$ cat src/rtl/adiv_pkg.sv
package adiv_pkg;

  // operand and result widths of the 16/8 divider
  typedef logic [15:0] dvnd_t;
  typedef logic [7:0]  quot_t;   // also used for divisor values

  // statistics
  typedef logic [7:0]  err_t;    // absolute quotient error
  typedef logic [15:0] stat_t;   // operation / mismatch counts

  // one step per quotient bit
  typedef logic [2:0]  step_t;

  typedef enum logic [1:0] {
    IDLE,
    LOAD,
    ITER,
    CAPTURE
  } ctrl_state_t;

endpackage

$ cat src/rtl/div_ctrl_if.sv
`timescale 1ns/1ps

interface div_ctrl_if;

  logic load;     // latch operands
  logic step;     // one restoring iteration
  logic capture;  // register both results
  logic last;     // final iteration in progress

  modport ctrl (
    output load,
    output step,
    output capture,
    input  last
  );

  modport dp (
    input load,
    input step
  );

  modport mon (
    input capture
  );

endinterface

$ cat src/rtl/approx_div_array.sv
`timescale 1ns/1ps

module approx_div_array #(
  parameter int APPROX_COLS = 6
) (
  input  adiv_pkg::dvnd_t n,
  input  adiv_pkg::quot_t d,
  output adiv_pkg::quot_t q,
  output adiv_pkg::quot_t r
);

  import adiv_pkg::*;

  // row i produces quotient bit i, row 7 is evaluated first
  logic [8:0] pr   [8];  // partial remainder, bit 8 is the shifted-out bit
  logic [8:0] bw   [8];  // borrow chain, bw[i][0] is the row's borrow-in
  quot_t      diff [8];
  quot_t      kept [8];

  genvar i, j;

  generate
    for (i = 7; i >= 0; i--) begin : g_row

      if (i == 7) begin : g_first
        assign pr[i] = n[15:7];  // dividend high bits
      end else begin : g_next
        assign pr[i] = {kept[i+1], n[i]};  // bring down next dividend bit
      end

      assign bw[i][0] = 1'b0;

      for (j = 0; j < 8; j++) begin : g_col
        if (j < APPROX_COLS) begin : g_apx
          // approximate cell, borrow never propagates
          assign diff[i][j]  = pr[i][j] & ~bw[i][j];
          assign bw[i][j+1]  = 1'b0;
        end else begin : g_exact
          assign diff[i][j]  = pr[i][j] ^ d[j] ^ bw[i][j];
          assign bw[i][j+1]  = (~pr[i][j] & d[j]) |
                               (~(pr[i][j] ^ d[j]) & bw[i][j]);
        end
      end

      // subtract succeeds if the top bit was set or no final borrow
      assign q[i]    = pr[i][8] | ~bw[i][8];
      assign kept[i] = q[i] ? diff[i] : pr[i][7:0];  // restore on failure

    end
  endgenerate

  assign r = kept[0];

endmodule

$ cat src/rtl/exact_div_seq.sv
`timescale 1ns/1ps

module exact_div_seq (
  input  logic            clk,
  input  logic            rst_n,
  input  adiv_pkg::dvnd_t n,
  input  adiv_pkg::quot_t d,
  div_ctrl_if.dp          ctl,
  output adiv_pkg::dvnd_t n_hold,
  output adiv_pkg::quot_t d_hold,
  output adiv_pkg::quot_t q,
  output adiv_pkg::quot_t r,
  output logic            ovf
);

  import adiv_pkg::*;

  // remainder in the upper byte, dividend low bits shift out of the
  // lower byte while quotient bits shift in behind them
  dvnd_t      rq;
  logic [8:0] shifted;
  logic [8:0] sub;
  logic       ge;

  always_comb begin
    shifted = {rq[15:8], rq[7]};
    sub     = shifted - {1'b0, d_hold};
    ge      = shifted >= {1'b0, d_hold};  // 9-bit compare
  end

  always_ff @(posedge clk) begin
    if (!rst_n) begin
      n_hold <= '0;
      d_hold <= '0;
      rq     <= '0;
      ovf    <= 1'b0;
    end else if (ctl.load) begin
      n_hold <= n;
      d_hold <= d;
      rq     <= n;
      ovf    <= n[15:8] >= d;  // also catches d == 0
    end else if (ctl.step) begin
      rq <= {(ge ? sub[7:0] : shifted[7:0]), rq[6:0], ge};
    end
  end

  assign q = rq[7:0];
  assign r = rq[15:8];

endmodule

$ cat src/rtl/iter_counter.sv
`timescale 1ns/1ps

module iter_counter (
  input  logic clk,
  input  logic rst_n,
  input  logic clear,
  input  logic enable,
  output logic last
);

  import adiv_pkg::*;

  step_t count;

  always_ff @(posedge clk) begin
    if (!rst_n) begin
      count <= '0;
    end else if (clear) begin
      count <= '0;
    end else if (enable) begin
      count <= count + 1'b1;  // wraps after the eighth step
    end
  end

  assign last = enable && (count == step_t'(7));

endmodule

$ cat src/rtl/div_ctrl_fsm.sv
`timescale 1ns/1ps

module div_ctrl_fsm (
  input  logic    clk,
  input  logic    rst_n,
  input  logic    start,
  input  logic    last,
  div_ctrl_if.ctrl ctl,
  output logic    cnt_clear,
  output logic    cnt_en,
  output logic    busy,
  output logic    done
);

  import adiv_pkg::*;

  ctrl_state_t state, state_nxt;

  always_comb begin
    state_nxt = state;
    case (state)
      IDLE:    if (start) state_nxt = LOAD;  // start ignored elsewhere
      LOAD:    state_nxt = ITER;
      ITER:    if (last) state_nxt = CAPTURE;
      CAPTURE: state_nxt = IDLE;
      default: state_nxt = IDLE;
    endcase
  end

  always_ff @(posedge clk) begin
    if (!rst_n) begin
      state <= IDLE;
      done  <= 1'b0;
    end else begin
      state <= state_nxt;
      done  <= (state == CAPTURE);  // results valid with this pulse
    end
  end

  // strobes straight from the state
  assign ctl.load    = (state == LOAD);
  assign ctl.step    = (state == ITER);
  assign ctl.capture = (state == CAPTURE);
  assign cnt_clear   = (state == LOAD);
  assign cnt_en      = (state == ITER);
  assign busy        = (state != IDLE);

endmodule

$ cat src/rtl/error_monitor.sv
`timescale 1ns/1ps

module error_monitor (
  input  logic            clk,
  input  logic            rst_n,
  div_ctrl_if.mon         ctl,
  input  logic            clear_stats,
  input  adiv_pkg::quot_t q_exact,
  input  adiv_pkg::quot_t r_exact,
  input  logic            ovf,
  input  adiv_pkg::quot_t q_approx,
  input  adiv_pkg::quot_t r_approx,
  output adiv_pkg::quot_t q_exact_out,
  output adiv_pkg::quot_t r_exact_out,
  output adiv_pkg::quot_t q_approx_out,
  output adiv_pkg::quot_t r_approx_out,
  output logic            ovf_out,
  output adiv_pkg::err_t  abs_err,
  output adiv_pkg::err_t  max_err,
  output adiv_pkg::stat_t mismatch_cnt,
  output adiv_pkg::stat_t op_cnt
);

  import adiv_pkg::*;

  err_t q_diff;

  always_comb begin
    if (ovf) q_diff = '0;  // overflowed ops carry no error
    else if (q_exact >= q_approx) q_diff = q_exact - q_approx;
    else q_diff = q_approx - q_exact;
  end

  always_ff @(posedge clk) begin
    if (!rst_n) begin
      q_exact_out  <= '0;
      r_exact_out  <= '0;
      q_approx_out <= '0;
      r_approx_out <= '0;
      ovf_out      <= 1'b0;
      abs_err      <= '0;
      max_err      <= '0;
      mismatch_cnt <= '0;
      op_cnt       <= '0;
    end else if (ctl.capture) begin  // wins over clear_stats
      q_exact_out  <= q_exact;
      r_exact_out  <= r_exact;
      q_approx_out <= q_approx;
      r_approx_out <= r_approx;
      ovf_out      <= ovf;
      abs_err      <= q_diff;
      if (!ovf) begin
        op_cnt <= op_cnt + 1'b1;
        if (q_exact != q_approx) mismatch_cnt <= mismatch_cnt + 1'b1;
        if (q_diff > max_err) max_err <= q_diff;
      end
    end else if (clear_stats) begin
      max_err      <= '0;
      mismatch_cnt <= '0;
      op_cnt       <= '0;
    end
  end

endmodule

$ cat src/rtl/adiv_eval_top.sv
`timescale 1ns/1ps

module adiv_eval_top #(
  parameter int APPROX_COLS = 6
) (
  input  logic            clk,
  input  logic            rst_n,
  input  logic            start,
  input  logic            clear_stats,
  input  adiv_pkg::dvnd_t n,
  input  adiv_pkg::quot_t d,
  output logic            busy,
  output logic            done,
  output adiv_pkg::quot_t q_exact,
  output adiv_pkg::quot_t r_exact,
  output adiv_pkg::quot_t q_approx,
  output adiv_pkg::quot_t r_approx,
  output logic            ovf,
  output adiv_pkg::err_t  abs_err,
  output adiv_pkg::err_t  max_err,
  output adiv_pkg::stat_t mismatch_cnt,
  output adiv_pkg::stat_t op_cnt
);

  import adiv_pkg::*;

  dvnd_t n_hold;
  quot_t d_hold;
  quot_t q_ex, r_ex;   // exact divider results
  quot_t q_ap, r_ap;   // array results
  logic  ovf_ex;
  logic  cnt_clear, cnt_en;

  div_ctrl_if ctl_if ();

  div_ctrl_fsm fsm_i (
    .clk       (clk),
    .rst_n     (rst_n),
    .start     (start),
    .last      (ctl_if.last),
    .ctl       (ctl_if.ctrl),
    .cnt_clear (cnt_clear),
    .cnt_en    (cnt_en),
    .busy      (busy),
    .done      (done)
  );

  iter_counter cnt_i (
    .clk    (clk),
    .rst_n  (rst_n),
    .clear  (cnt_clear),
    .enable (cnt_en),
    .last   (ctl_if.last)
  );

  exact_div_seq exact_i (
    .clk    (clk),
    .rst_n  (rst_n),
    .n      (n),
    .d      (d),
    .ctl    (ctl_if.dp),
    .n_hold (n_hold),
    .d_hold (d_hold),
    .q      (q_ex),
    .r      (r_ex),
    .ovf    (ovf_ex)
  );

  approx_div_array #(
    .APPROX_COLS (APPROX_COLS)
  ) array_i (
    .n (n_hold),
    .d (d_hold),
    .q (q_ap),
    .r (r_ap)
  );

  error_monitor mon_i (
    .clk          (clk),
    .rst_n        (rst_n),
    .ctl          (ctl_if.mon),
    .clear_stats  (clear_stats),
    .q_exact      (q_ex),
    .r_exact      (r_ex),
    .ovf          (ovf_ex),
    .q_approx     (q_ap),
    .r_approx     (r_ap),
    .q_exact_out  (q_exact),
    .r_exact_out  (r_exact),
    .q_approx_out (q_approx),
    .r_approx_out (r_approx),
    .ovf_out      (ovf),
    .abs_err      (abs_err),
    .max_err      (max_err),
    .mismatch_cnt (mismatch_cnt),
    .op_cnt       (op_cnt)
  );

endmodule

$ cat config.mk
export PLATFORM = sky130hd
export DESIGN_NAME = adiv_eval_top
export DESIGN_NICKNAME = d
export VERILOG_FILES = /design/src/rtl/adiv_pkg.sv /design/src/rtl/div_ctrl_if.sv /design/src/rtl/approx_div_array.sv /design/src/rtl/exact_div_seq.sv /design/src/rtl/iter_counter.sv /design/src/rtl/div_ctrl_fsm.sv /design/src/rtl/error_monitor.sv /design/src/rtl/adiv_eval_top.sv
export SDC_FILE = /design/constraint.sdc
export NUM_CORES = 1
export LEC_CHECK = 0
export BUFFER_PORTS_ARGS = -buffer_cell sky130_fd_sc_hd__buf_4
export CELL_PAD_IN_SITES_DETAIL_PLACEMENT = 1
export CELL_PAD_IN_SITES_GLOBAL_PLACEMENT = 1
export CORE_ASPECT_RATIO = 1.75
export CORE_MARGIN = 10
export CORE_UTILIZATION = 39
export CTS_CLUSTER_DIAMETER = 30
export DETAILED_ROUTE_END_ITERATION = 8
export HOLD_SLACK_MARGIN = 0.15
export PLACE_DENSITY = 0.82
export RECOVER_POWER = 100
export SYNTH_ARGS = -nofsm -noshare
export SYNTH_HDL_FRONTEND = slang
export SYNTH_SLANG_ARGS = --single-unit
$ cat constraint.sdc
create_clock -name clk -period 13.2 [get_ports clk]
set_input_delay 1.32 -clock clk [delete_from_list [all_inputs] [get_ports clk]]
set_output_delay 1.32 -clock clk [all_outputs]
set_load 0.005 [all_outputs]
Word-level counts from Yosys, hierarchy flattened

Index checks and enable logic that the tools add are counted.

Register bits after elaboration: 128
Bits in latches: 0
Bits in writable memories: 0
ROM bits: 0
Bits of input ports: 28
Memories: 0

$add $sub $neg: 6
Multiply operators: 0
Divide/modulo/power cells: 0
$lt $le $gt $ge: 4
Eq/ne operators: 10
Shift-type cells: 0
Muxes and demuxes: 26
Bitwise gates (word level): 97
Reductions and logical operators: 10

Operator list:

| cell                  | count |
|---|---|
| $mux 16               | 8 |
| $mux 8                | 15 |
| $not 1->1             | 33 |
| $add 16x1->16 const B | 2 |
| $and 1x1->1           | 24 |
| $sub 8x8->8           | 3 |
| $xor 1x1->1           | 24 |
| $ge 8x8->1            | 2 |
| $or 1x1->1            | 16 |
| $ge 9x8->1            | 1 |
| $gt 8x8->1            | 1 |
| $ne 8x8->1            | 1 |
| $pmux 2 s4            | 1 |
| $ne 2x2->1 const B    | 3 |
| $reduce_and 3->1      | 2 |
| $reduce_bool 2->1     | 3 |
| $eq 2x2->1 const B    | 2 |
| $mux 2                | 2 |
| $ne 2x1->1 const B    | 2 |
| $reduce_and 2->1      | 2 |
| $add 3x1->3 const B   | 1 |
| $eq 3x3->1 const B    | 1 |
| $eq 2x1->1 const B    | 1 |
| $logic_not 2->1       | 1 |
| other kinds (2)       | 2 |

Longest topological paths before layout

Gate-level depths: netlist of run 1.

Depth after elaboration: 62
Gate-level depth with buffers: 61

Modules after synthesis

From an unflattened synthesis of run 1, not the netlist that was laid out.

Cells, all modules: 840
Area, all modules: 7704.9 µm²

Modules (own cells, without submodules):

| module           | instances | cells an instance | area each (µm²) |
|---|---|---|---|
| error_monitor    | 1         | 465               | 4307.9 |
| exact_div_seq    | 1         | 258               | 2311.0 |
| approx_div_array | 1         | 82                | 732.0 |
| div_ctrl_fsm     | 1         | 22                | 215.2 |
| iter_counter     | 1         | 13                | 138.9 |

Worst setup path before layout of run 1

No wires, ideal clock.

Path type: register to register
Start: register exact_i.d_hold[6]
End: register mon_i.max_err[3]
Setup time: 0.117 ns
Arrival: 12.254 ns
Setup slack: 0.828 ns
Stages on the path, launching flop included: 58
Buffers on the path: 1
Cell sequence: dfxtp_1 ha_1 inv_1 fa_1 nor2_1 mux2i_1 fa_1 nor3_4 inv_2 nor2_1 a21oi_1 fa_1 a221oi_4 inv_2 mux2_4 inv_4 fa_1 inv_1 (+22 left out) nor3_2 inv_2 ha_1 fa_1 nor2b_1 o21ai_0 a31oi_1 nor2_1 mux2_1 a221o_1 a31oi_1 xnor2_1 nor2_1 ha_1 nand4_1 o211ai_1 nor2_1 a32o_1

Longest elaborated chain between the ends: 60

RTL lines:

| element                                   | RTL line               | text |
|---|---|---|
| start: declaration                        | exact_div_seq.sv:10    | `output adiv_pkg::quot_t d_hold,` |
| start signal: assignment                  | exact_div_seq.sv:34    | `d_hold <= '0;` |
| start signal: assignment                  | exact_div_seq.sv:39    | `d_hold <= d;` |
| $and 1x1->1                               | approx_div_array.sv:40 | `assign bw[i][j+1] = (~pr[i][j] & d[j]) \|` |
| $and 1x1->1                               | approx_div_array.sv:41 | `(~(pr[i][j] ^ d[j]) & bw[i][j]);` |
| $or 1x1->1                                | approx_div_array.sv:40 |  |
| $not 1->1                                 | approx_div_array.sv:46 | `assign q[i] = pr[i][8] \| ~bw[i][8];` |
| $or 1x1->1                                | approx_div_array.sv:46 |  |
| $mux 8                                    | approx_div_array.sv:47 | `assign kept[i] = q[i] ? diff[i] : pr[i][7:0];` |
| $xor 1x1->1                               | approx_div_array.sv:41 |  |
| $not 1->1                                 | approx_div_array.sv:41 |  |
| (+4 left out)                             | --                     |  |
| via array_i.q[6]                          | approx_div_array.sv:8  | `output adiv_pkg::quot_t q,` |
| (+7 left out)                             | --                     |  |
| via array_i.q[5]                          | approx_div_array.sv:8  |  |
| (+7 left out)                             | --                     |  |
| via array_i.q[4]                          | approx_div_array.sv:8  |  |
| (+7 left out)                             | --                     |  |
| via array_i.q[3]                          | approx_div_array.sv:8  |  |
| (+7 left out)                             | --                     |  |
| via array_i.q[2]                          | approx_div_array.sv:8  |  |
| (+14 left out)                            | --                     |  |
| via array_i.q[0]                          | approx_div_array.sv:8  |  |
| $sub 8x8->8, or another cell as far along | error_monitor.sv:31    | `else q_diff = q_approx - q_exact;` |
| $mux 8 *                                  | error_monitor.sv:30    | `else if (q_exact >= q_approx) q_diff = q_exact - q_approx;` |
| $mux 8 *                                  | error_monitor.sv:29    | `if (ovf) q_diff = '0;` |
| via mon_i.q_diff[7]                       | error_monitor.sv:26    | `err_t q_diff;` |
| $gt 8x8->1 *                              | error_monitor.sv:55    | `if (q_diff > max_err) max_err <= q_diff;` |
| $ne 2x1->1 (no line) *                    | --                     |  |
| $reduce_and 3->1 (no line) *              | --                     |  |
| end signal: assignment                    | error_monitor.sv:55    |  |
| end: declaration                          | error_monitor.sv:19    | `output adiv_pkg::err_t max_err,` |

Mark *: on every way through the listed nets, which the timed path passes. The rest lies on a longest branch. The select of a mux whose other input is x is not followed.
A chain may end at the register's enable or synchronous reset.

Worst setup path in the final report of run 1

Start: register exact_i.n_hold[13]
End: register mon_i.max_err[3]

Longest elaborated chain between the ends: 61

RTL lines:

| element                                   | RTL line               | text |
|---|---|---|
| start: declaration                        | exact_div_seq.sv:9     | `output adiv_pkg::dvnd_t n_hold,` |
| start signal: assignment                  | exact_div_seq.sv:38    | `n_hold <= n;` |
| $not 1->1                                 | approx_div_array.sv:40 |  |
| $and 1x1->1                               | approx_div_array.sv:40 |  |
| $and 1x1->1                               | approx_div_array.sv:41 |  |
| $or 1x1->1                                | approx_div_array.sv:40 |  |
| $not 1->1                                 | approx_div_array.sv:46 |  |
| $or 1x1->1                                | approx_div_array.sv:46 |  |
| $mux 8 *                                  | approx_div_array.sv:47 |  |
| $xor 1x1->1                               | approx_div_array.sv:41 |  |
| (+5 left out)                             | --                     |  |
| via array_i.q[6]                          | approx_div_array.sv:8  |  |
| (+7 left out)                             | --                     |  |
| via array_i.q[5]                          | approx_div_array.sv:8  |  |
| (+7 left out)                             | --                     |  |
| via array_i.q[4]                          | approx_div_array.sv:8  |  |
| (+7 left out)                             | --                     |  |
| via array_i.q[3]                          | approx_div_array.sv:8  |  |
| (+21 left out)                            | --                     |  |
| via array_i.q[0]                          | approx_div_array.sv:8  |  |
| $sub 8x8->8, or another cell as far along | error_monitor.sv:31    |  |
| $mux 8 *                                  | error_monitor.sv:30    |  |
| $mux 8 *                                  | error_monitor.sv:29    |  |
| via mon_i.q_diff[5]                       | error_monitor.sv:26    |  |
| $gt 8x8->1 *                              | error_monitor.sv:55    |  |
| $ne 2x1->1 (no line) *                    | --                     |  |
| $reduce_and 3->1 (no line) *              | --                     |  |

Marked as above.

==> results of run 1 <==
kinds of logic after synthesis:
kind of cell	Yosys count	share of synthesized area
AND/OR/NAND/NOR	268	0.181
AO/OA/AOI/OAI	170	0.160
flip-flops	128	0.351
buffers and inverters	107	0.0553
multiplexers	69	0.0966
adder cells (fa/ha/maj)	67	0.126
XOR/XNOR	25	0.0300
layer usage:
metal  wire, um  share of wire
met4        991          0.042
met2      13500           0.57
met3        964          0.041
met1       8240           0.35
met5          0              0
synthesized netlist by cell type (4+ instances only):
master,n,share of area
a31oi_1,4,0.0034
buf_1,4,0.0021
nand2_1,29,0.015
ha_1,56,0.096
o41ai_1,5,0.0060
nor4_1,7,0.0060
or3_1,7,0.0060
and3_1,6,0.0051
or4_1,4,0.0041
nand2b_1,11,0.0094
nand4_1,12,0.010
nor3_1,7,0.0048
inv_1,67,0.034
a21boi_0,4,0.0041
xor2_1,15,0.018
nor2b_1,14,0.012
o31ai_1,5,0.0051
nand3_1,25,0.017
o211ai_1,7,0.0072
o21a_1,8,0.0082
o21ai_0,34,0.023
xnor2_1,10,0.012
a21oi_1,40,0.027
fa_1,11,0.030
dfxtp_1,128,0.35
a211oi_1,15,0.015
nand3b_1,11,0.011
a21o_1,11,0.011
clkbuf_1,32,0.016
mux2i_1,63,0.086
nor2_1,118,0.061
worst reg2reg max path: cells and delay by family (launching register included):
family	cells	cell delay, ns
buffers and inverters	10	1.01
XOR/XNOR	1	0.18
flip-flops	1	0.33
multiplexers	4	0.68
AND/OR/NAND/NOR	12	1.92
AO/OA/AOI/OAI	22	4.04
adder cells (fa/ha/maj)	12	4.38
stage by stage:
stage / total power [W] / cell area (um^2) / utilization / setup TNS, ns
global placement: 0.00144 / 8380 / 0.453 / 0
CTS: 0.00198 / 9000 / 0.487 / 0
global route: 0.00215 / 9000 / 0.486 / -0.374
floorplan: 0.00118 / 7300 / - / 0
detailed placement: 0.00147 / 8380 / 0.453 / -0.0623
finish: 0.00201 / 9000 / 0.486 / 0
registers in the layout, indices dropped and copies added (netlist names):
| register | cells |
|---|---|
| mon_i.q_approx_out | 8 |
| exact_i.d_hold | 8 |
| mon_i.mismatch_cnt | 16 |
| mon_i.ovf_out | 1 |
| exact_i.ovf | 1 |
| mon_i.abs_err | 8 |
| exact_i.n_hold | 16 |
| mon_i.q_exact_out | 8 |
| mon_i.max_err | 8 |
| fsm_i.state | 2 |
| mon_i.r_approx_out | 8 |
| fsm_i.done | 1 |
| exact_i.rq | 16 |
| mon_i.r_exact_out | 8 |
| cnt_i.count | 3 |
| mon_i.op_cnt | 16 |
worst min path at each step:
stage                     startpoint                    end  slack [ns]  depth (start not counted)
2_1_floorplan      exact_i.n_hold[0]      exact_i.n_hold[0]        0.46                          2
3_3_place_gp        mon_i.op_cnt[15]       mon_i.op_cnt[15]        0.46                          2
3_5_place_dp        mon_i.op_cnt[15]       mon_i.op_cnt[15]        0.48                          2
4_1_cts             mon_i.op_cnt[15]       mon_i.op_cnt[15]        0.49                          2
5_1_grt         mon_i.r_exact_out[1]   mon_i.r_exact_out[1]        0.52                          2
6_report       mon_i.q_approx_out[1]  mon_i.q_approx_out[1]        0.49                          2
layout make-up:
type,count,area (um^2)
well taps,238,298
flip-flops and latches,128,2560
clock inverters,14,170
clock buffers,18,439
inverters,71,269
repair buffers,126,841
fillers,2238,9500
multi-input cells,599,4420
power by group through the flow:
stage	sequential, W	clock (W)	combinational, W
global route	0.000503	0.000518	0.00113
finish	0.000497	0.000489	0.00103
CTS	0.000497	0.000497	0.000989
detailed placement	0.000505	0	0.000962
floorplan	0.000481	0	0.000696
global placement	0.000503	0	0.000937
what timing repair did:
item,in CTS,in global routing
resized for setup,2,16
buffers inserted,1,4
endpoints found under the setup margin,8,8
pin swaps,2,5
hold buffers,0,0
==> results.json, run 1 <==
{
  "cpPeakStageDelay_ns": 0.45,
  "tritoncts": "built",
  "fp.dieW_um": 123,
  "outcome": "finished, final reports clean",
  "r2r_cells": 61,
  "drtAntennaViolNets": 0,
  "holdWs_ns": 0.487,
  "start_util": 0.395,
  "syn_area_per_cell_um2": 8.76,
  "cp_num_buf_inv": 10,
  "clock_sink_count": 128,
  "wirelength_um": 23700,
  "syn2layout_area_growth_pct": 23.2,
  "fin_nets": 1038,
  "r2r_start": "exact_i.n_hold[13]",
  "switching_share": 0.433,
  "crit_path_start_kind": "flop",
  "crit_arrival_ns": 12.96,
  "route.detailed.drc": 0,
  "dr.first_iter.drc_count": 309,
  "grt_busiest_layer": "met2",
  "num_antenna_cells": 0,
  "power_frac_comb": 0.511,
  "dieHeight_um": 201,
  "track_usage": 0.188,
  "num_rows": 66,
  "p_int_w": 0.00114,
  "slowest_stage": "fa_1",
  "clockRootBuffer": "clkbuf_16",
  "avgRoutedWirePerCell_um": 19.8,
  "syn-cell-area_um2": 7300,
  "drive_gt1_frac": 0.177,
  "clkPwrFrac": 0.243,
  "critical-path-top-delay-family": "adder cells",
  "port_buffers": 110,
  "worst_slack_ns": 0.547,
  "crit_required_ns": 13.51,
  "stdcell_count": 1194,
  "synth_edf_count": 0,
  "antenna_found_initial": 0,
  "gp_congestion": 0.962,
  "cp-startpoint": "exact_i.n_hold[13]",
  "htreeDepth": 4,
  "synthFlopType": "dfxtp_1",
  "yosysSeqAreaShare": 0.351,
  "ys_warn_count": 0,
  "max_freq_mhz": 79.0,
  "timing.rr.end": "mon_i.max_err[3]",
  "skew_ns": 0.00901,
  "crit_type": "flop to flop",
  "p_per_area_nw_per_um2": 224,
  "hp-class": "flop to flop",
  "mostFrequentLayoutCell": "dfxtp_1",
  "crit_path_end": "mon_i.max_err[3]",
  "post_synth_inst_count": 834,
  "tightest_slew_ns": 1.43,
  "fin_crit_sh": 0.959,
  "grt_overflow_total": 0,
  "dieArea_um2": 24800,
  "use_met2": 0.362,
  "rrSetupSlack_ns": 0.55,
  "cts_buffer_depth": 2,
  "core_area_um2": 18500,
  "power_switching_w": 0.000871,
  "min_period_ns": 12.65,
  "most-common-layout-cells": "dfxtp_1 (128), nor2_1 (115), inv_1 (67)",
  "grt_pass1_vias": 7161,
  "critPathMaxFanout": 6,
  "relSlewSlack": 0.0483,
  "met3_usage": 0.0344,
  "async_flop_share": 0,
  "p_leak_nw": 3.54,
  "cp.depth": 61,
  "end_kind": "flop",
  "vias": 6634,
  "slew_violations": 0,
  "clkLatencyLatePin_ns": 0.42,
  "grt_pass1_wl_um": 37300,
  "seq_power_share": 0.247,
  "synth-seq-cells": 128,
  "post-place-ws_ns": -0.0320,
  "dp.final_hpwl_um": 17700,
  "synth_fp_nets": 929,
  "viasPerCell": 5.56,
  "firstDrtPassIters": 4,
  "ir_drop_mv": 0.113,
  "hold_viol": 0,
  "numCtsBuffers": 17,
  "io_pins": 111,
  "drv_cap": 0,
  "synth_cell_type_count": 69,
  "clk_pin_slew_ns": 0.06,
  "numPlacedInstances": 1157,
  "setup_violations": 0,
  "grt_max_degree": 55,
  "met1_usage": 0.180
}
No activity file was read; power rests on OpenSTA's default activity.
==> run 2, diff against run 1 <==
--- a/config.mk
+++ b/config.mk
@@ -5,7 +5,7 @@
 export SDC_FILE = /design/constraint.sdc
 export NUM_CORES = 1
 export LEC_CHECK = 0
-export BUFFER_PORTS_ARGS = -buffer_cell sky130_fd_sc_hd__buf_4
+export BUFFER_PORTS_ARGS = -buffer_cell sky130_fd_sc_hd__buf_2
 export CELL_PAD_IN_SITES_DETAIL_PLACEMENT = 1
 export CELL_PAD_IN_SITES_GLOBAL_PLACEMENT = 1
 export CORE_ASPECT_RATIO = 1.75
==> run 2 against run 1 <==
The run now ends with max-capacitance violations, max-slew violations left. Via count grew 2.1%. Critical path type unchanged. First-iteration DRC count down 3.2%. Utilization is 1.4 points lower. Highest routed layer unchanged.
==> results.json, run 2 (synthesis gave the netlist of run 1 again) <==
{
  "slew_violations": 166,
  "most-common-layout-cells": "dfxtp_1 (128), nor2_1 (116), clkbuf_1 (74)",
  "clock_sink_count": 128,
  "gp_congestion": 0.932,
  "hold_viol": 0,
  "mostFrequentLayoutCell": "dfxtp_1",
  "min_path_cells": 2,
  "numCtsBuffers": 17,
  "antenna_found_initial": 0,
  "min_period_ns": 12.68,
  "route.detailed.drc": 0,
  "crit_type": "flop to flop",
  "end_kind": "flop",
  "grt_pass1_wl_um": 38400,
  "critical-path-top-delay-family": "adder cells",
  "utilization": 0.472,
  "drive_gt1_frac": 0.129,
  "dp.final_hpwl_um": 17800,
  "design_area_um2": 8740,
  "grt_pass1_vias": 7311,
  "r2r_cells": 58,
  "fp.dieW_um": 123,
  "skew_ns": 0.00868,
  "tritoncts": "built",
  "cts_hold_buf": 0,
  "core_area_um2": 18500,
  "setup_violations": 0,
  "p_leak_nw": 3.36,
  "dr.first_iter.drc_count": 299,
  "clk_pin_slew_ns": 0.06,
  "cp.depth": 58,
  "port_buffers": 110,
  "firstDrtPassIters": 4,
  "fin_crit_sh": 0.961,
  "num_rows": 66,
  "io_pins": 111,
  "critPathMaxFanout": 8,
  "slowest_stage": "fa_1",
  "avgRoutedWirePerCell_um": 20.3,
  "relSlewSlack": -1.22,
  "clkLatencyLatePin_ns": 0.44,
  "wirelength_um": 24300,
  "viasPerCell": 5.66,
  "crit_path_start_kind": "flop",
  "worst_slack_ns": 0.520,
  "p_per_area_nw_per_um2": 229,
  "start_util": 0.395,
  "outcome": "finished with violations",
  "crit_arrival_ns": 13.00,
  "htreeDepth": 4,
  "tightest_slew_ns": 3.33,
  "drtAntennaViolNets": 0,
  "cts_buffer_depth": 2,
  "place_area_um2": 8100,
  "syn2layout_area_growth_pct": 19.7,
  "violations": "max-capacitance violations, max-slew violations",
  "dieHeight_um": 201,
  "num_antenna_cells": 0,
  "post-place-ws_ns": -0.179,
  "hp-class": "flop to flop",
  "clockRootBuffer": "clkbuf_16",
  "crit_required_ns": 13.52,
  "fin_nets": 1041,
  "dieArea_um2": 24800,
  "vias": 6770,
  "max_freq_mhz": 78.9,
  "grt_max_degree": 62,
  "grt_overflow_total": 0,
  "cpPeakStageDelay_ns": 0.46,
  "ir_drop_mv": 0.103,
  "cp_num_buf_inv": 10,
  "track_usage": 0.194,
  "drv_cap": 3
}
run 2: final timing paths:
| kind | from | to | slack (ns) |
|---|---|---|---|
| worst min register to register | mon_i.q_approx_out[0] | mon_i.q_approx_out[0] | 0.49 |
| worst min-delay path | mon_i.q_approx_out[0] | mon_i.q_approx_out[0] | 0.49 |
| worst max-delay path | exact_i.n_hold[13] | mon_i.max_err[6] | 0.52 |
| worst max register to register | exact_i.n_hold[13] | mon_i.max_err[6] | 0.52 |
run 2: layer usage:
layer | GRT usage | part of all wire | wire length, um
met1 | 0.183 | 0.35 | 8470
met5 | 0 | 0 | 0
met3 | 0.0358 | 0.041 | 983
met2 | 0.368 | 0.56 | 13600
met4 | 0.109 | 0.052 | 1250
run 2: power breakdown:
group | internal [W] | leakage, nW | switching (W)
Clock | 0.000282 | 0.281 | 0.000195
Sequential | 0.000439 | 1.04 | 0.0000588
Combinational | 0.000408 | 2.04 | 0.000619
run 2: cell type report:
type / count / area [um^2]
inverters: 71 / 269
repair buffers: 129 / 594
multi-input cells: 599 / 4430
clock buffers: 19 / 433
fillers: 2247 / 9760
clock inverters: 13 / 153
well taps: 238 / 298
flip-flops and latches: 128 / 2560
run 2: stage by stage:
step,hold slack (ns),cells,setup TNS (ns),total power (W)
final,0.489,1197,0,0.00200
after global routing,0.515,1197,-1.38,0.00213
after CTS,0.492,1191,0,0.00194
after detailed placement,0.483,1156,-0.782,0.00145
after global placement,0.464,1156,0,0.00142
after floorplan,0.460,834,0,0.00118
run 2: tightest hold or removal path: cells and delay by family, from the launching register on:
kind             cells  cell delay [ns]
flip-flops           1             0.31
AND/OR/NAND/NOR      1             0.08
AO/OA/AOI/OAI        1             0.05
run 2: what timing repair did:
action | 4_1_cts | 5_1_grt
gates resized for setup | 5 | 17
setup buffers | 3 | 6
endpoints found under the setup margin | 8 | 8
pin swaps | 1 | 8
